--- config.mk ---
export PLATFORM = sky130hd
export DESIGN_NAME = apple1_bus_result
export DESIGN_NICKNAME = d
export VERILOG_FILES = /design/src/verilog/apple1_bus_pkg.sv /design/src/verilog/apple1_bus_result.sv
export VERILOG_INCLUDE_DIRS = /design/src /design/src/verilog
export SDC_FILE = /design/constraint.sdc
export NUM_CORES = 1
export LEC_CHECK = 0
export ABC_AREA = 1
export BUFFER_PORTS_ARGS = -buffer_cell sky130_fd_sc_hd__buf_2
export CAP_MARGIN = 20
export CORE_MARGIN = 2
export CORE_UTILIZATION = 34
export DETAILED_ROUTE_END_ITERATION = 6
export PLACE_DENSITY = 0.72
export SYNTH_ARGS = -nofsm -noshare
export SYNTH_HDL_FRONTEND = slang
export SYNTH_SLANG_ARGS = --single-unit
--- constraint.sdc ---
create_clock -name sys_clock -period 1.1 [get_ports sys_clock]
set_input_delay 0.275 -clock sys_clock [delete_from_list [all_inputs] [get_ports sys_clock]]
set_output_delay 0.275 -clock sys_clock [all_outputs]
set_load 0.005 [all_outputs]
--- src/verilog/apple1_bus_defs.svh ---
//######################################################################
// apple-1 bus glue shared constants
// address map bounds, bus widths, memory index widths, dac width
//######################################################################
`ifndef APPLE1_BUS_DEFS_SVH
`define APPLE1_BUS_DEFS_SVH

// bus widths
`define A1_ADDR_BITS 16
`define A1_DATA_BITS 8

// address map
`define A1_RAM_LO_END 16'h3FFF   // low ram is 0x0000 up to here
`define A1_ACI_BASE   16'hC000   // cassette interface
`define A1_ACI_END    16'hC1FF
`define A1_BASIC_BASE 16'hE000   // basic ram
`define A1_BASIC_END  16'hEFFF
`define A1_ROM_BASE   16'hFF00   // wozmon rom up to 0xFFFF

// memory index widths
`define A1_RAM_LO_AW 14          // 16 KiB
`define A1_BASIC_AW  12          // 4 KiB
`define A1_ROM_AW    8           // 256 bytes

// tape monitor sigma-delta accumulator
`define A1_DAC_BITS 16

`endif

--- src/verilog/apple1_bus_pkg.sv ---
//######################################################################
// apple-1 bus glue types
// byte, address and address-map region
//######################################################################
`include "apple1_bus_defs.svh"

package apple1_bus_pkg;

	typedef logic [`A1_DATA_BITS-1:0] byte_t;  // one data byte
	typedef logic [`A1_ADDR_BITS-1:0] addr_t;  // one cpu address

	// which part of the map an address hits
	typedef enum logic [2:0] {
		REG_NONE   = 3'd0,  // unmapped, reads as zero
		REG_RAM_LO = 3'd1,
		REG_ACI    = 3'd2,
		REG_BASIC  = 3'd3,
		REG_ROM    = 3'd4
	} region_e;

endpackage

--- src/verilog/apple1_bus_result.sv ---
//######################################################################
// apple-1 bus result stage
// read-data select on the registered region, tape monitor dac
//######################################################################
`timescale 1ns/1ps
`include "apple1_bus_defs.svh"

module apple1_bus_result (
	input  logic                    sys_clock,
	input  logic                    reset_i,
	input  apple1_bus_pkg::region_e bus_region_i,
	input  apple1_bus_pkg::byte_t   ram_lo_rd_i,
	input  apple1_bus_pkg::byte_t   basic_rd_i,
	input  apple1_bus_pkg::byte_t   rom_rd_i,
	input  apple1_bus_pkg::byte_t   aci_rd_i,
	input  logic                    mon_tape_in_i,
	output apple1_bus_pkg::byte_t   cpu_data_o,
	output logic                    audio_o
);
	import apple1_bus_pkg::*;

	localparam logic [`A1_DAC_BITS-1:0] DAC_HALF = 1 << (`A1_DAC_BITS - 1);

	region_e                  region_q;  // lines up with memory read data
	logic                     mon_bit;
	logic [`A1_DAC_BITS-1:0]  dac_step;
	logic [`A1_DAC_BITS-1:0]  dac_acc_q;
	logic [`A1_DAC_BITS:0]    dac_sum;   // carry in the top bit
	logic                     audio_q;

	always_ff @(posedge sys_clock) begin
		if (reset_i) begin
			region_q <= REG_NONE;
		end else begin
			region_q <= bus_region_i;
		end
	end

	// read byte select
	always_comb begin
		case (region_q)
			REG_RAM_LO: cpu_data_o = ram_lo_rd_i;
			REG_BASIC:  cpu_data_o = basic_rd_i;
			REG_ROM:    cpu_data_o = rom_rd_i;
			REG_ACI:    cpu_data_o = aci_rd_i;
			default:    cpu_data_o = '0;  // unmapped
		endcase
	end

	// monitor source, tape-in latch or tape-out flip-flop
	assign mon_bit  = mon_tape_in_i ? aci_rd_i[0] : aci_rd_i[1];
	assign dac_step = mon_bit ? DAC_HALF : '0;
	assign dac_sum  = {1'b0, dac_acc_q} + {1'b0, dac_step};

	// first-order sigma-delta, carry is the bitstream
	always_ff @(posedge sys_clock) begin
		if (reset_i) begin
			dac_acc_q <= '0;
			audio_q   <= 1'b0;
		end else begin
			dac_acc_q <= dac_sum[`A1_DAC_BITS-1:0];
			audio_q   <= dac_sum[`A1_DAC_BITS];
		end
	end

	assign audio_o = audio_q;

endmodule

==> results.cfg, run 1 <==
[run_status]
status = finished with violations
violations = setup timing

[synth]
ys_ff_latch = 5
synth_area_leader_cell = inv_1
yosysWarnings = 0
ys_top_cells_by_count = inv_1 (29), nor2_1 (29), nand2_1 (16)
synthTopCellsByArea = inv_1 (19%), nor2_1 (19%), dfxtp_1 (18%)
ys_seq_area_frac = 0.177
synth_top_area_frac = 0.193
synth_edf_count = 0
ys_types = 14
syn_area_um2 = 564
synthCells = 105
avgSynthCellArea_um2 = 5.37
synth_nets = 144
ys.flop_type = dfxtp_1
async_flop_share = 0

[timing]
skew_ps = 2.12
period_needed_ps = 1460
relSlewSlack = 0.867
tightest_slew_ps = 199
rsz0062_at_grt = yes
timing.fmax_mhz = 684
final_max_slew_viol_count = 0
setup_ws_ps = -362
setup_viol = 8
hold_slack_ps = 229
finalCritPeriodShare = 1.33
final_hold_viol_count = 0

[clock_network]
cts_made_buffers = 3
htreeDepth = 1
clk_path_buf_depth = 2
cts_tree = built
clk_latency_ps = 240
clock_sinks = 5
path_clk_slew_ps = 40
clock_tree.root_cell = clkbuf_4
holdBufCountCts = 0

[pwr]
powerDensity_nw_per_um2 = 737
p_leak_nw = 0.591
worst_ir_drop_vdd_mv = 0.543

[global_routing]
grt_pass1_vias = 656
grt_util_all_layers = 0.171
use_met2 = 0.307
overflow = 0
grt_pass1_wl_um = 2530
use_met3 = 0.0400
grt_busiest_layer = met2
grtUsageMet1 = 0.189
grt_max_degree = 11
antenna_found_initial = 0

[critical_path]
critPathRequiredTime_ps = 820
worstSetupPathType = flop to primary output
arrival_ps = 1190
cp_max_fo = 8
cp-start-kind = flop
worstSetupEndpointType = primary output

[floorplan]
num_io_pins = 47
dieArea_um2 = 2000
die_height_um = 44.7
start_util = 0.370
rows = 14
die_x_um = 44.7
coreArea_um2 = 1520

[drt]
firstDrtPassIters = 4
drc = 0
routed_wl_um = 1610
routedWlPerCell_um = 9.27
drt-initial-drc-count = 10
viasPerCell = 4.60
dr_total_vias = 800
ant_nets = 0

[worst_hold_path]
hold_path.class = input port to flop

[placement]
place_congestion = 0.823
io_buffers = 46
hpwl_um = 1250
dpl.cell_count = 167

[finish]
diodes = 0
final_nets = 198
fill_cells = 163
layout.cells.non_filler = 174
final_layout_size_suffix_gt1_frac = 0.411
area_growth_pct = 56.3

[job]
drv_cap = 0
through the flow:
stage | worst slack (ps) | utilization | setup TNS [ps] | total power, mW | area (um^2)
after floorplan | 4.86 | - | 0 | 0.324 | 578
after global placement | -104 | 0.539 | -801 | 0.427 | 822
after detailed placement | -127 | 0.539 | -1020 | 0.434 | 822
after CTS | -353 | 0.576 | -2730 | 0.662 | 877
after global routing | -462 | 0.579 | -3520 | 0.702 | 882
final | -362 | 0.579 | -2740 | 0.650 | 882
worst max-delay path: stages (launching register included):
cell and delay [ps]:
dfxtp_4 370, nor2_4 210, nand3_1 100, nand2_1 80
inv_1 40, nand2_1 40, buf_2 100
routing by layer:
layer / up-vias / wire length (um)
met5: - / 0
met4: 0 / 14
met3: 2 / 187
met2: 46 / 810
met1: 335 / 600
li1: 417 / -
placed cells by master, fill, tap and decap left out:
cell type | netlist | routed
nand3_1 | 8 | 7
inv_1 | 29 | 29
buf_4 | 0 | 5
inv_2 | 2 | 2
dfxtp_1 | 5 | 2
nor2_1 | 29 | 29
dfxtp_4 | 0 | 2
mux2_2 | 1 | 1
buf_2 | 1 | 46
dfxtp_2 | 0 | 1
nand3_4 | 2 | 2
clkbuf_1 | 0 | 1
nand4_1 | 8 | 8
ha_1 | 1 | 1
nand3_2 | 0 | 1
nand2_1 | 16 | 16
nor2_4 | 1 | 1
clkbuf_4 | 1 | 3
inv_6 | 0 | 1
cell families (layout without fill, tap and decap cells):
kind of cell             Yosys count  after routing  share of synthesized area
AND/OR/NAND/NOR                   64             64                      0.541
adder cells (fa/ha/maj)            1              1                     0.0222
buffers and inverters             34             87                      0.239
multiplexers                       1              1                     0.0200
flip-flops                         5              5                      0.177
final cells by class:
class	instances	area, um^2	share of cell area
clock buffers	4	26.3	0.0298
inverters	32	125	0.142
well taps	16	20.0	0.0227
multi-input cells	66	334	0.379
flip-flops and latches	5	109	0.123
repair buffers	51	268	0.304
sequential cells by signal, summed over array words and instances (netlist names):
register,flops
region_q,3
audio_o,1
dac_acc_q,1
power breakdown:
group / internal, mW / switching (mW)
combinational: 0.120 / 0.110
sequential: 0.193 / 0.0156
clock: 0.137 / 0.0748
timing repair:
action / in CTS / in global routing
gates resized for setup: 3 / 1
pin swaps: 0 / 1
buffers inserted: 3 / 0
endpoints found under the setup margin: 8 / 8
path summary, 6_finish.rpt:
path	slack, ps	depth (start not counted)	end	start
setup reg to reg	340	3	dac_acc_q[15]	dac_acc_q[15]
setup / recovery	-360	6	cpu_data_o[5]	region_q[1]
hold reg to reg	560	3	dac_acc_q[15]	dac_acc_q[15]
hold / removal	230	3	region_q[2]	bus_region_i[2]
No activity file was read; power rests on OpenSTA's default activity.
==> run 2, diff against run 1 <==
- CORE_UTILIZATION: 34 -> 25
- PLACE_DENSITY: 0.72 -> 0.55
- REMOVE_ABC_BUFFERS: not set -> 1
==> results.cfg, run 2 (synthesis gave the netlist of run 1 again) <==
[clock_network]
htreeDepth = 1
clk_latency_ps = 250
clock_sinks = 5
cts_made_buffers = 3
clk_path_buf_depth = 2
cts_tree = built
clock_tree.root_cell = clkbuf_4
path_clk_slew_ps = 50

[timing]
setup_viol = 8
skew_ps = 3.76
timing.fmax_mhz = 688
final_max_slew_viol_count = 0
rsz0062_at_grt = yes
final_hold_viol_count = 0
relSlewSlack = 0.868
tightest_slew_ps = 197
finalCritPeriodShare = 1.32
period_needed_ps = 1450
setup_ws_ps = -353

[critical_path]
arrival_ps = 1180
worstSetupEndpointType = primary output
critPathRequiredTime_ps = 820
r2r_end = dac_acc_q[15]
r2r_setup_slack_ps = 340
cp-start-kind = flop
endpoint = cpu_data_o[3]
worstSetupPathType = flop to primary output
crit_start = region_q[1]
rr_worst_depth = 3
r2r-start = dac_acc_q[15]
cp_max_fo = 8

[drt]
ant_nets = 0
routedWlPerCell_um = 9.19
firstDrtPassIters = 4
routed_wl_um = 1710
drc = 0
dr_total_vias = 785
viasPerCell = 4.22
drt-initial-drc-count = 11

[global_routing]
antenna_found_initial = 0
grt_max_degree = 9
overflow = 0
grt_pass1_vias = 679
grt_pass1_wl_um = 2820
grt_util_all_layers = 0.138

[floorplan]
die_x_um = 51.5
start_util = 0.260
die_height_um = 51.5
num_io_pins = 47
coreArea_um2 = 2170
rows = 17
dieArea_um2 = 2650

[pwr]
p_seq_frac = 0.316
p_leak_nw = 0.588
p_sw_mw = 0.214
p_comb_frac = 0.354
swShare = 0.326
intPower_mw = 0.443
p_clk_frac = 0.330
worst_ir_drop_vdd_mv = 0.659
powerDensity_nw_per_um2 = 718

[finish]
fill_cells = 255
diodes = 0
final_cell_mix = buf_2 (46), inv_1 (29), nor2_1 (25), nand2_1 (16), nand4_1 (8)
fin_area_um2 = 916
final_nets = 198
largest_reg_flops = 3
top_register = region_q
final_layout_size_suffix_gt1_frac = 0.443
area_growth_pct = 62.3
final_common_cell = buf_2

[placement]
place_area_um2 = 840
place_congestion = 0.723
io_buffers = 46
hpwl_um = 1340
pre_cts_ws_ps = -197

[run_status]
status = finished with violations
violations = setup timing

[job]
drv_cap = 0

[worst_hold_path]
hold_path.class = input port to flop
-- run 2: final cells by class --
cell class,instances,area (um^2),area share
Timing Repair inverter,1,7.51,0.00820
Sequential cell,5,111,0.122
Timing Repair Buffer,50,260,0.284
Clock buffer,3,22.5,0.0246
Multi-Input combinational cell,66,349,0.381
Inverter,32,125,0.137
Tap cell,28,35.0,0.0383
Clock inverter,1,5.00,0.00546
-- run 2: per-stage QoR --
step                power, mW  std cells  setup TNS (ps)  hold slack [ps]  utilization
floorplan               0.315        103            -622              346            -
global placement        0.430        180           -1290              481        0.387
detailed placement      0.435        180           -1560              482        0.387
CTS                     0.665        186           -2830              213        0.411
global route            0.718        186           -3550              222        0.422
finish                  0.657        186           -2730              221        0.422
-- run 2: power groups by stage --
| stage | Combinational (mW) | Clock, mW | Sequential (mW) |
|---|---|---|---|
| floorplan | 0.0999 | 0 | 0.215 |
| global placement | 0.220 | 0 | 0.211 |
| detailed placement | 0.223 | 0 | 0.212 |
| CTS | 0.229 | 0.227 | 0.209 |
| global route | 0.268 | 0.241 | 0.209 |
| finish | 0.233 | 0.217 | 0.208 |
-- run 2: critical path: stages, from the launching register on --
cell	delay [ps]
dfxtp_4	370
nor2_4	200
nand3_1	90
nand2_1	80
inv_1	40
nand2_1	50
buf_2	110
-- run 2: repair_timing --
item	in CTS	in global routing
cloned	1	0
endpoints found under the setup margin	8	8
endpoints found under the hold margin	0	0
hold buffers	0	0
pin swaps	3	4
resized for setup	5	8
buffers inserted	1	0
-- run 2: worst min-delay path by stage --
stage,startpoint,end,cells after the start
3_3_place_gp,bus_region_i[2],region_q[2],3
2_1_floorplan,reset_i,region_q[0],1
6_report,bus_region_i[2],region_q[2],3
3_5_place_dp,bus_region_i[0],region_q[0],3
5_1_grt,bus_region_i[0],region_q[0],3
4_1_cts,bus_region_i[2],region_q[2],3
-- run 2: per-layer routing --
metal | part of all wire | global-route usage | up-vias | wire length [um]
li1 | - | - | 419 | -
met1 | 0.43 | 0.174 | 327 | 741
met2 | 0.46 | 0.237 | 36 | 793
met3 | 0.087 | 0.0201 | 3 | 149
met4 | 0.015 | 0.0526 | 0 | 25
met5 | 0 | 0 | - | 0
