[src/verilog/apple1_bus_defs.svh]
//######################################################################
// apple-1 bus glue shared constants
// address map bounds, bus widths, memory index widths, dac width
//######################################################################
`ifndef APPLE1_BUS_DEFS_SVH
`define APPLE1_BUS_DEFS_SVH

// bus widths
`define A1_ADDR_BITS 16
`define A1_DATA_BITS 8

// address map
`define A1_RAM_LO_END 16'h3FFF   // low ram is 0x0000 up to here
`define A1_ACI_BASE   16'hC000   // cassette interface
`define A1_ACI_END    16'hC1FF
`define A1_BASIC_BASE 16'hE000   // basic ram
`define A1_BASIC_END  16'hEFFF
`define A1_ROM_BASE   16'hFF00   // wozmon rom up to 0xFFFF

// memory index widths
`define A1_RAM_LO_AW 14          // 16 KiB
`define A1_BASIC_AW  12          // 4 KiB
`define A1_ROM_AW    8           // 256 bytes

// tape monitor sigma-delta accumulator
`define A1_DAC_BITS 16

`endif

[src/verilog/apple1_bus_pkg.sv]
//######################################################################
// apple-1 bus glue types
// byte, address and address-map region
//######################################################################
`include "apple1_bus_defs.svh"

package apple1_bus_pkg;

	typedef logic [`A1_DATA_BITS-1:0] byte_t;  // one data byte
	typedef logic [`A1_ADDR_BITS-1:0] addr_t;  // one cpu address

	// which part of the map an address hits
	typedef enum logic [2:0] {
		REG_NONE   = 3'd0,  // unmapped, reads as zero
		REG_RAM_LO = 3'd1,
		REG_ACI    = 3'd2,
		REG_BASIC  = 3'd3,
		REG_ROM    = 3'd4
	} region_e;

endpackage

[src/verilog/apple1_bus_decode.sv]
//######################################################################
// apple-1 bus source arbitration and address-map decode
// download port wins over the cpu on a download write
//######################################################################
`timescale 1ns/1ps
`include "apple1_bus_defs.svh"

module apple1_bus_decode (
	input  logic                    sys_clock,
	input  logic                    reset_i,
	input  apple1_bus_pkg::addr_t   cpu_addr_i,
	input  apple1_bus_pkg::byte_t   cpu_data_i,
	input  logic                    cpu_wr_i,
	input  logic                    dl_active_i,
	input  logic                    dl_wr_i,
	input  apple1_bus_pkg::addr_t   dl_addr_i,
	input  apple1_bus_pkg::byte_t   dl_data_i,
	output apple1_bus_pkg::addr_t   bus_addr_o,
	output apple1_bus_pkg::byte_t   bus_data_o,
	output logic                    bus_wr_o,
	output logic                    bus_from_dl_o,
	output apple1_bus_pkg::region_e bus_region_o
);
	import apple1_bus_pkg::*;

	logic dl_take;  // download write this cycle

	assign dl_take = dl_active_i & dl_wr_i;

	// cpu write in a download cycle is dropped
	assign bus_addr_o    = dl_take ? dl_addr_i : cpu_addr_i;
	assign bus_data_o    = dl_take ? dl_data_i : cpu_data_i;
	assign bus_wr_o      = dl_take ? 1'b1      : cpu_wr_i;
	assign bus_from_dl_o = dl_take;

	// classify the chosen address
	always_comb begin
		if (bus_addr_o <= `A1_RAM_LO_END) begin
			bus_region_o = REG_RAM_LO;
		end else if (bus_addr_o >= `A1_ACI_BASE && bus_addr_o <= `A1_ACI_END) begin
			bus_region_o = REG_ACI;
		end else if (bus_addr_o >= `A1_BASIC_BASE && bus_addr_o <= `A1_BASIC_END) begin
			bus_region_o = REG_BASIC;
		end else if (bus_addr_o >= `A1_ROM_BASE) begin
			bus_region_o = REG_ROM;  // top page
		end else begin
			// 0x4000-0xBFFF (no sdram here), 0xC200-0xDFFF, 0xF000-0xFEFF
			bus_region_o = REG_NONE;
		end
	end

endmodule

[config.mk]
export PLATFORM = sky130hd
export DESIGN_NAME = apple1_bus_decode
export DESIGN_NICKNAME = d
export VERILOG_FILES = /design/src/verilog/apple1_bus_pkg.sv /design/src/verilog/apple1_bus_decode.sv
export VERILOG_INCLUDE_DIRS = /design/src /design/src/verilog
export SDC_FILE = /design/constraint.sdc
export NUM_CORES = 1
export LEC_CHECK = 0
export ABC_AREA = 0
export BUFFER_PORTS_ARGS = -buffer_cell sky130_fd_sc_hd__buf_2
export CAP_MARGIN = 30
export CORE_MARGIN = 3
export CORE_UTILIZATION = 24
export DETAILED_ROUTE_END_ITERATION = 8
export PLACE_DENSITY = 0.87
export SYNTH_ARGS = -nofsm -noshare
export SYNTH_HDL_FRONTEND = slang
export SYNTH_SLANG_ARGS = --single-unit
[constraint.sdc]
create_clock -name vclk -period 0.8
set_input_delay 0.04 -clock vclk [all_inputs]
set_output_delay 0.04 -clock vclk [all_outputs]
set_load 0.02 [all_outputs]
==> metrics.txt, run 1 <==
area of the core=approximately 1600 sq um; min-delay worst type=primary input to output pin; crit start category=primary input; CP endpoint=bus_region_o[1]; DR vias/cell=between 4 and 5; # rows=14; remaining global-route overflow=0; Critical Path RT=0.76 ns; first-pass GRT wire length=about 3000 microns; GP Congestion=about 0.7; Synth Warn #=0; WL per Instance=about 16 microns; Antenna diodes=0; DRT iter0 DRCs=3; drc violations=0; vias post-DR=around 800; leading area contributor after synthesis=mux2_2; worst vdd ir=around 0.48 mV; routed wire length=2580 microns; placed cell areas=between 1000 and 1500 sq um; sequential cells=0; Fillers=~100; Slew headroom=0.778; Max Cap Viol=0; post-synthesis cell type count=19; Final Cycle Share=1.49; share of layout cells above drive strength 1=0.908; CP arrival=between 1 and 1.5 ns; antenna viol nets, final=0; Pleak=just under 0.7 nW; vias in the first global route=around 740; synthesized area=428 sq um; largest net degree at the start of global routing=8; most frequent cells after synthesis=22 x mux2_2, 3 x inv_1, 3 x mux2i_1; crit path max fanout=6; Initial Util=0.268; input/output buffers=80; CP Launch Point=dl_active_i; die height=a little under 50 microns; Tightest Pin Transition=roughly 0.33 ns; IO Pins=between 80 and 90; crit end category=output pin; Global Route Usage Sum=0.180; DP Wirelength=between 1500 and 2000 microns; kind of critical path=primary input to output pin; PD cells=between 600 and 700 nW/um^2; Die Span X=about 48 microns; Synth top area share=0.579; Finish-stage setup viols=29; syn nets=100; most numerous cell in the Yosys netlist=mux2_2; status=finished with violations; Syn Area/Cell=~9 sq um; hold path cells=3; Die ar.=roughly 2300 sq um; Achievable Freq=about 0.84 GHz; area grow syn2layout=201%; Final Core Density=0.808; nets@finish=196; failing checks=negative setup slack; Final WS setup=-0.392 ns; Final min period=1.19 ns; Fin. Hold Viols=0; # clk buffers=0; initial antenna violation count=0; FF/Latch Area=0 sq um; ranking of synthesized cells by area=mux2_2 58%, mux2i_1 7.0%, a211oi_2 2.9%; register area share after synthesis=0; RSZ-0062 raised after global routing=yes; pins over their slew limit=0; post-route cell area=about 1300 sq um; Post-Syn Instances=47; drt pass-1 iters=2
==> layout make-up <==
class                           count  area [sq um]  area share
Inverter                            3          11.3     0.00875
Timing Repair Buffer               96           684       0.532
Tap cell                           24          30.0      0.0233
Multi-Input combinational cell     42           562       0.436
==> where the power goes <==
group	leakage, nW	total [mW]	internal, mW	switching (mW)
clock	0	0	0	0
combinational	0.693	0.885	0.478	0.406
sequential	0	0	0	0
==> cell families (layout without fill, tap and decap cells) <==
family,after synthesis,in the layout,share of synthesized area
compound gates,6,6,0.123
simple gates,10,11,0.152
mux,25,25,0.649
buf+inv,6,99,0.0760
==> critical path: stages <==
cell and delay, ns:
buf_6 0.12, a211o_1 0.29, a221o_1 0.33, a211oi_4 0.22, buf_6 0.15
==> how the worst min path moves through the flow <==
| stage | startpoint | end | slack, ns |
|---|---|---|---|
| after floorplan | cpu_addr_i[0] | bus_addr_o[0] | 0.24 |
| after global placement | cpu_wr_i | bus_wr_o | 0.38 |
| after detailed placement | cpu_wr_i | bus_wr_o | 0.39 |
| after CTS | cpu_wr_i | bus_wr_o | 0.39 |
| after global routing | cpu_wr_i | bus_wr_o | 0.39 |
| final | cpu_wr_i | bus_wr_o | 0.37 |
==> layer usage <==
metal  vias to the layer above  GRT usage  routed length [microns]
met5                         -          0                        0
met2                        66      0.404                     1380
met3                         2     0.0258                      365
met1                       352      0.161                      801
met4                         0     0.0269                       25
li1                        376          -                        -
==> timing repair <==
action	in CTS	in global routing
pin swaps	7	6
buffers inserted	6	4
endpoints found under the setup margin	27	29
cloned	2	0
hold buffers	0	0
resized for setup	24	34
==> per-stage QoR <==
stage | setup WS (ns) | power [mW] | instances | hold WS, ns | setup TNS, ns
2_1_floorplan | -0.186 | 0.401 | 47 | 0.239 | -0.293
3_3_place_gp | -0.428 | 0.661 | 155 | 0.383 | -5.30
3_5_place_dp | -0.465 | 0.679 | 155 | 0.390 | -5.83
4_1_cts | -0.425 | 0.780 | 163 | 0.391 | -8.53
5_1_grt | -0.424 | 0.933 | 165 | 0.388 | -7.86
6_report | -0.392 | 0.885 | 165 | 0.369 | -7.03
==> cells in the final DEF (no fill, tap or decap), types with 2 or more instances in the layout <==
master,synthesis,routed
buf_2,2,60
buf_4,0,13
buf_6,1,19
buf_8,0,3
inv_1,3,3
mux2_2,22,10
mux2_4,0,12
mux2i_4,0,3
nand4_1,2,2
nor2_1,2,2
No activity file was read; power rests on OpenSTA's default activity.
==> run 2, diff against run 1 <==
--- a/config.mk
+++ b/config.mk
@@ -8,5 +8,5 @@
 export LEC_CHECK = 0
 export ABC_AREA = 0
-export BUFFER_PORTS_ARGS = -buffer_cell sky130_fd_sc_hd__buf_2
+export BUFFER_PORTS_ARGS = -buffer_cell sky130_fd_sc_hd__buf_4
 export CAP_MARGIN = 30
 export CORE_MARGIN = 3
@@ -17,2 +17,3 @@
 export SYNTH_HDL_FRONTEND = slang
 export SYNTH_SLANG_ARGS = --single-unit
+export TNS_END_PERCENT = 100
==> constraint.sdc (replaced) <==
create_clock -name vclk -period 0.8
set_input_delay 0.08 -clock vclk [all_inputs]
set_output_delay 0.08 -clock vclk [all_outputs]
set_load 0.02 [all_outputs]
==> metrics.txt, run 2 (synthesis results as in run 1) <==
sw power=0.502 mW (was 0.406 mW); input/output buffers=80 (unchanged); Die Span X=48.2 microns (unchanged); Achievable Freq=0.785 GHz (was 0.839 GHz); sequential cells=0 (unchanged); most frequent cells in the layout=54 x buf_4, 36 x buf_6, 22 x mux2_4 (was 60 x buf_2, 19 x buf_6, 13 x buf_4); Finish-stage setup viols=29 (unchanged); Worst Hold Launch=cpu_wr_i (unchanged); area grow syn2layout=261% (was 201%); DRT iter0 DRCs=40 (was 3); vias post-DR=977 (was 796); routed wire length=4670 microns (was 2580 microns); Final Power=1.14 mW (was 0.885 mW); drt pass-1 iters=4 (was 2); # rows=14 (unchanged); Initial Util=0.268 (unchanged); IO Pins=82 (unchanged); Final WS setup=-0.474 ns (was -0.392 ns); Final min period=1.27 ns (was 1.19 ns); Fillers=25 (was 99); die height=48.2 microns (unchanged); hold path cells=3 (unchanged); Max Cap Viol=0 (unchanged); failing checks=negative setup slack (unchanged); P_int=0.635 mW (was 0.478 mW); min-delay worst type=primary input to output pin (unchanged); antenna viol nets, final=0 (unchanged); FF/Latch Area=0 sq um (unchanged); initial antenna violation count=0 (unchanged); Slew headroom=0.730 (was 0.778); PD cells=736 nW/um^2 (was 687 nW/um^2); Hold Buf Count CTS=0 (unchanged); DR vias/cell=5.96 (was 4.82); Global Route Usage Sum=0.345 (was 0.180); largest net degree at the start of global routing=8 (unchanged); vias in the first global route=1,006 (was 739); crit path max fanout=6 (unchanged); sequential power share=0 (about the same); nets@finish=195 (was 196); share of layout cells above drive strength 1=0.936 (was 0.908); commonest non-fill, non-tap cell in the layout=buf_4 (was buf_2); Pleak=0.803 nW (was 0.693 nW); Critical Path RT=0.72 ns (was 0.76 ns); worst vdd ir=0.509 mV (was 0.477 mV); RSZ-0062 raised after global routing=yes (unchanged); pins over their slew limit=0 (unchanged); drc violations=0 (unchanged); CP arrival=1.19 ns (was 1.15 ns); Antenna diodes=0 (unchanged); crit end category=output pin (unchanged); WHS Endpoint=bus_wr_o (unchanged); area of the core=1590 sq um (unchanged); Fin. Hold Viols=0 (unchanged); Die ar.=2330 sq um (unchanged); Hold Slack=0.463 ns (was 0.369 ns); Tightest Pin Transition=0.396 ns (was 0.327 ns); remaining global-route overflow=0 (unchanged); DP Wirelength=2110 microns (was 1910 microns); # clk buffers=0 (unchanged); Final Cycle Share=1.59 (was 1.49); sw frac=0.442 (was 0.459); first-pass GRT wire length=5270 microns (was 3040 microns); CP Launch Point=dl_wr_i (was dl_active_i); status=finished with violations (unchanged); crit start category=primary input (unchanged); kind of critical path=primary input to output pin (unchanged); Comb pwr share=1.000 (about the same); WL per Instance=28.5 microns (was 15.6 microns); GP Congestion=0.696 (was 0.718); clock power share=0 (about the same)
run 2: area by class of cell:
| class | instances | area [sq um] | share of cell area |
|---|---|---|---|
| repair buffers | 95 | 891 | 0.577 |
| inverters | 3 | 11.3 | 0.00729 |
| multi-input cells | 42 | 613 | 0.397 |
| well taps | 24 | 30.0 | 0.0194 |
run 2: worst max-delay path: stages:
cell and delay (ns):
buf_8 0.13, a211o_1 0.27, a221o_1 0.34, a211oi_4 0.22, buf_6 0.15
run 2: how the worst max path moves through the flow:
stage | end | slack, ns
2_1_floorplan | bus_region_o[1] | -0.27
3_3_place_gp | bus_region_o[1] | -0.47
3_5_place_dp | bus_region_o[1] | -0.49
4_1_cts | bus_region_o[1] | -0.45
5_1_grt | bus_region_o[1] | -0.50
6_report | bus_region_o[1] | -0.47
run 2: power by group through the flow:
stage                     clock network, mW  logic (mW)  registers [mW]
after global routing                      0        1.17               0
after floorplan                           0       0.407               0
after global placement                    0       0.819               0
final                                     0        1.14               0
after detailed placement                  0       0.835               0
after CTS                                 0        1.05               0
run 2: metrics by stage:
stage | setup TNS (ns) | instances | util | cell area, sq um | worst slack, ns
global route | -9.55 | 164 | 0.969 | 1550 | -0.502
finish | -9.13 | 164 | 0.969 | 1550 | -0.474
detailed placement | -10.64 | 158 | 0.779 | 1240 | -0.486
floorplan | -0.887 | 47 | - | 561 | -0.266
CTS | -8.11 | 163 | 0.965 | 1540 | -0.449
global placement | -10.09 | 158 | 0.779 | 1240 | -0.469
run 2: repair_timing:
action | in CTS | in global routing
endpoints found under the setup margin | 29 | 29
gates resized for setup | 62 | 9
cloned | 2 | 0
buffers inserted | 3 | 5
pin swaps | 3 | 1
run 2: routing by layer:
layer  routed length, microns  vias up  GRT usage
met3                      610       46      0.107
li1                         -      374          -
met1                     1280      433      0.319
met2                     2350      124      0.659
met4                      425        0      0.177
met5                        0        -          0
==> run 3, diff against run 2 <==
Settings changed: CORE_MARGIN 3 to unset, PLACE_DENSITY 0.87 to 0.8.
==> metrics.txt, run 3 <==
leading area contributor after synthesis=mux2_2 (unchanged); adder-cell share of the synthesized area=0 (unchanged); portion of netlist area occupied by mux cells=0.649 (unchanged); GP Congestion=0.724 (was 0.696); Run Error=[ERROR DPL-0038] Utilization greater than 100%, impossible to legalize; DP Wirelength=1830 microns (was 2110 microns); simple-gate share of the synthesized area=0.152 (unchanged); most frequent cells after synthesis=22 x mux2_2, 3 x inv_1, 3 x mux2i_1 (unchanged); input/output buffers=80 (unchanged); Crit. endpoint post-GRT repair=bus_region_o[1]; Synth Warn #=0 (unchanged); # rows=14 (unchanged); Synth Area in Compound Gates=0.123 (unchanged); WEP type=primary output; post-synthesis cell type count=19 (unchanged); die height=44.2 microns (was 48.2 microns); ranking of synthesized cells by area=mux2_2 58%, mux2i_1 7.0%, a211oi_2 2.9% (unchanged); synthesized area=428 sq um (unchanged); status=did not finish (was finished with violations); Synth top area share=0.579 (unchanged); Stopped at=global routing (5_1_grt); largest net degree at the start of global routing=8; Initial Util=0.271 (was 0.268); Syn Area/Cell=9.10 sq um (unchanged); IO Pins=82 (unchanged); Synth Area in XOR/XNOR=0 (unchanged); largest family of logic cells by synthesized area=multiplexers (unchanged); syn nets=100 (unchanged); Placed Cells incl. Taps=148 (was 158); register area share after synthesis=0 (unchanged); most numerous cell in the Yosys netlist=mux2_2 (unchanged); Die Span X=44.2 microns (was 48.2 microns); Post-Syn Instances=47 (unchanged)
-- run 3: metrics by stage --
| stage | area (sq um) | setup WS (ns) | hold WS, ns | utilization |
|---|---|---|---|---|
| after floorplan | 561 | -0.266 | 0.319 | - |
| after global placement | 1230 | -0.482 | 0.446 | 0.779 |
| after detailed placement | 1230 | -0.492 | 0.448 | 0.779 |
| after CTS | 1400 | -0.455 | 0.448 | 0.890 |
-- run 3: logic make-up after synthesis --
| kind of cell | Yosys count |
|---|---|
| mux | 25 |
| simple gates | 10 |
| compound gates | 6 |
| buf+inv | 6 |
-- run 3: timing repair --
| item | 4_1_cts |
|---|---|
| setup buffers | 2 |
| gates resized for setup | 35 |
| gates cloned | 1 |
| pin swaps | 4 |
| hold endpoints to repair | 0 |
| hold buffers | 0 |
| endpoints found under the setup margin | 27 |
==> run 4, diff against run 3 <==
Settings changed: CORE_AREA set to 2 2 63 65, CORE_UTILIZATION 24 to unset, DIE_AREA set to 0 0 65 67, PLACE_DENSITY 0.8 to unset, PLACE_DENSITY_LB_ADDON set to 0.15.
Clock period 0.8 ns to 1.04 ns, I/O delays scaled along.
==> metrics.txt, run 4 (synthesis results as in run 1) <==
Slew headroom=0.862; Antenna diodes=0; largest net degree at the start of global routing=9; # clk buffers=0; pins over their slew limit=0; Tightest Pin Transition=0.203 ns; DR vias/cell=a little over 4; Final Core Density=0.439; die height=67 microns (was 44.2 microns); Fin. Hold Viols=0; Initial Util=0.119 (was 0.271); commonest non-fill, non-tap cell in the layout=buf_4; first-pass GRT wire length=4040 microns; Largest stage delay, worst path=0.35 ns; routed wire length=2660 microns; vias post-DR=803; Die Span X=65 microns (was 44.2 microns); kind of critical path=primary input to output pin; sequential power share=0; PD cells=511 nW/um^2; crit end category=output pin; Final Power=about 0.8 mW; area grow syn2layout=270%; Final Cycle Share=1.27; area of the core=around 3600 sq um; P_int=between 0.4 and 0.5 mW; status=finished with violations (was did not finish); Fillers=~350; Worst Path Buf+Inv=2; GP Congestion=0.739 (was 0.724); DP Wirelength=1940 microns (was 1830 microns); WL per Instance=~14 microns; nets@finish=202; input/output buffers=80 (unchanged); FF/Latch Area=0 sq um; Global Route Usage Sum=0.115; crit start category=primary input; clock power share=0; DRT iter0 DRCs=4; remaining global-route overflow=0; Cell Chain, Critical Path=buf_8, a211o_1, a221o_1, a211oi_4, buf_6; # rows=22 (was 14); share of layout cells above drive strength 1=0.905; crit path max fanout=3; vias in the first global route=slightly below 900; Critical Path RT=about 0.94 ns; CP arrival=around 1.2 ns; drc violations=0; Pleak=0.831 nW; min-delay worst type=primary input to output pin; Die ar.=~4400 sq um; crit path max-delay cell type=a221o_1; delay-heaviest family, CP=compound AO/OA/AOI/OAI gates; RSZ-0062 raised after global routing=yes; Finish-stage setup viols=23; worst vdd ir=~0.17 mV; Comb pwr share=1.000; Final WS setup=-0.282 ns; sequential cells=0; IO Pins=82 (unchanged); sw power=about 0.32 mW; Final min period=approximately 1.3 ns; initial antenna violation count=0; Hold Buf Count CTS=0 (unchanged); Achievable Freq=around 0.76 GHz; most frequent cells in the layout=66 x buf_4, 31 x buf_6, 22 x mux2_4; drt pass-1 iters=4; failing checks=negative setup slack; antenna viol nets, final=0; sw frac=0.393; Max Cap Viol=0
## run 4: final timing paths
path,start,endpoint,cells after the start
max,dl_active_i,bus_region_o[1],5
min,cpu_wr_i,bus_wr_o,3
## run 4: what timing repair did
action | in CTS | in global routing
buffers inserted | 10 | 3
setup endpoints to repair | 29 | 27
resized for setup | 71 | 9
pin swaps | 2 | 3
## run 4: layer usage
layer / track usage / wire (microns)
met5: 0 / 0
met4: 0.00532 / 0
met3: 0.0253 / 290
met2: 0.235 / 1500
met1: 0.125 / 863
## run 4: stage by stage
stage	hold slack, ns	instances	cell area [sq um]	setup WS [ns]	setup TNS [ns]
after floorplan	0.396	47	478	-0.0742	-0.105
after detailed placement	0.499	185	1210	-0.329	-6.76
after CTS	0.499	195	1560	-0.275	-2.52
after global routing	0.515	195	1580	-0.323	-2.19
after global placement	0.501	185	1210	-0.274	-5.71
final	0.493	195	1580	-0.282	-1.55
## run 4: area by class of cell
cell class	instances	area, sq um	share of cell area
multi-input combinational	41	572	0.361
inverter	3	11.3	0.00711
tap	48	60.1	0.0379
timing repair buffer	103	940	0.594
## run 4: power groups by stage
stage,Clock (mW),Combinational (mW),Sequential (mW)
finish,0,0.809,0
global route,0,0.853,0
CTS,0,0.802,0
detailed placement,0,0.611,0
global placement,0,0.604,0
floorplan,0,0.275,0
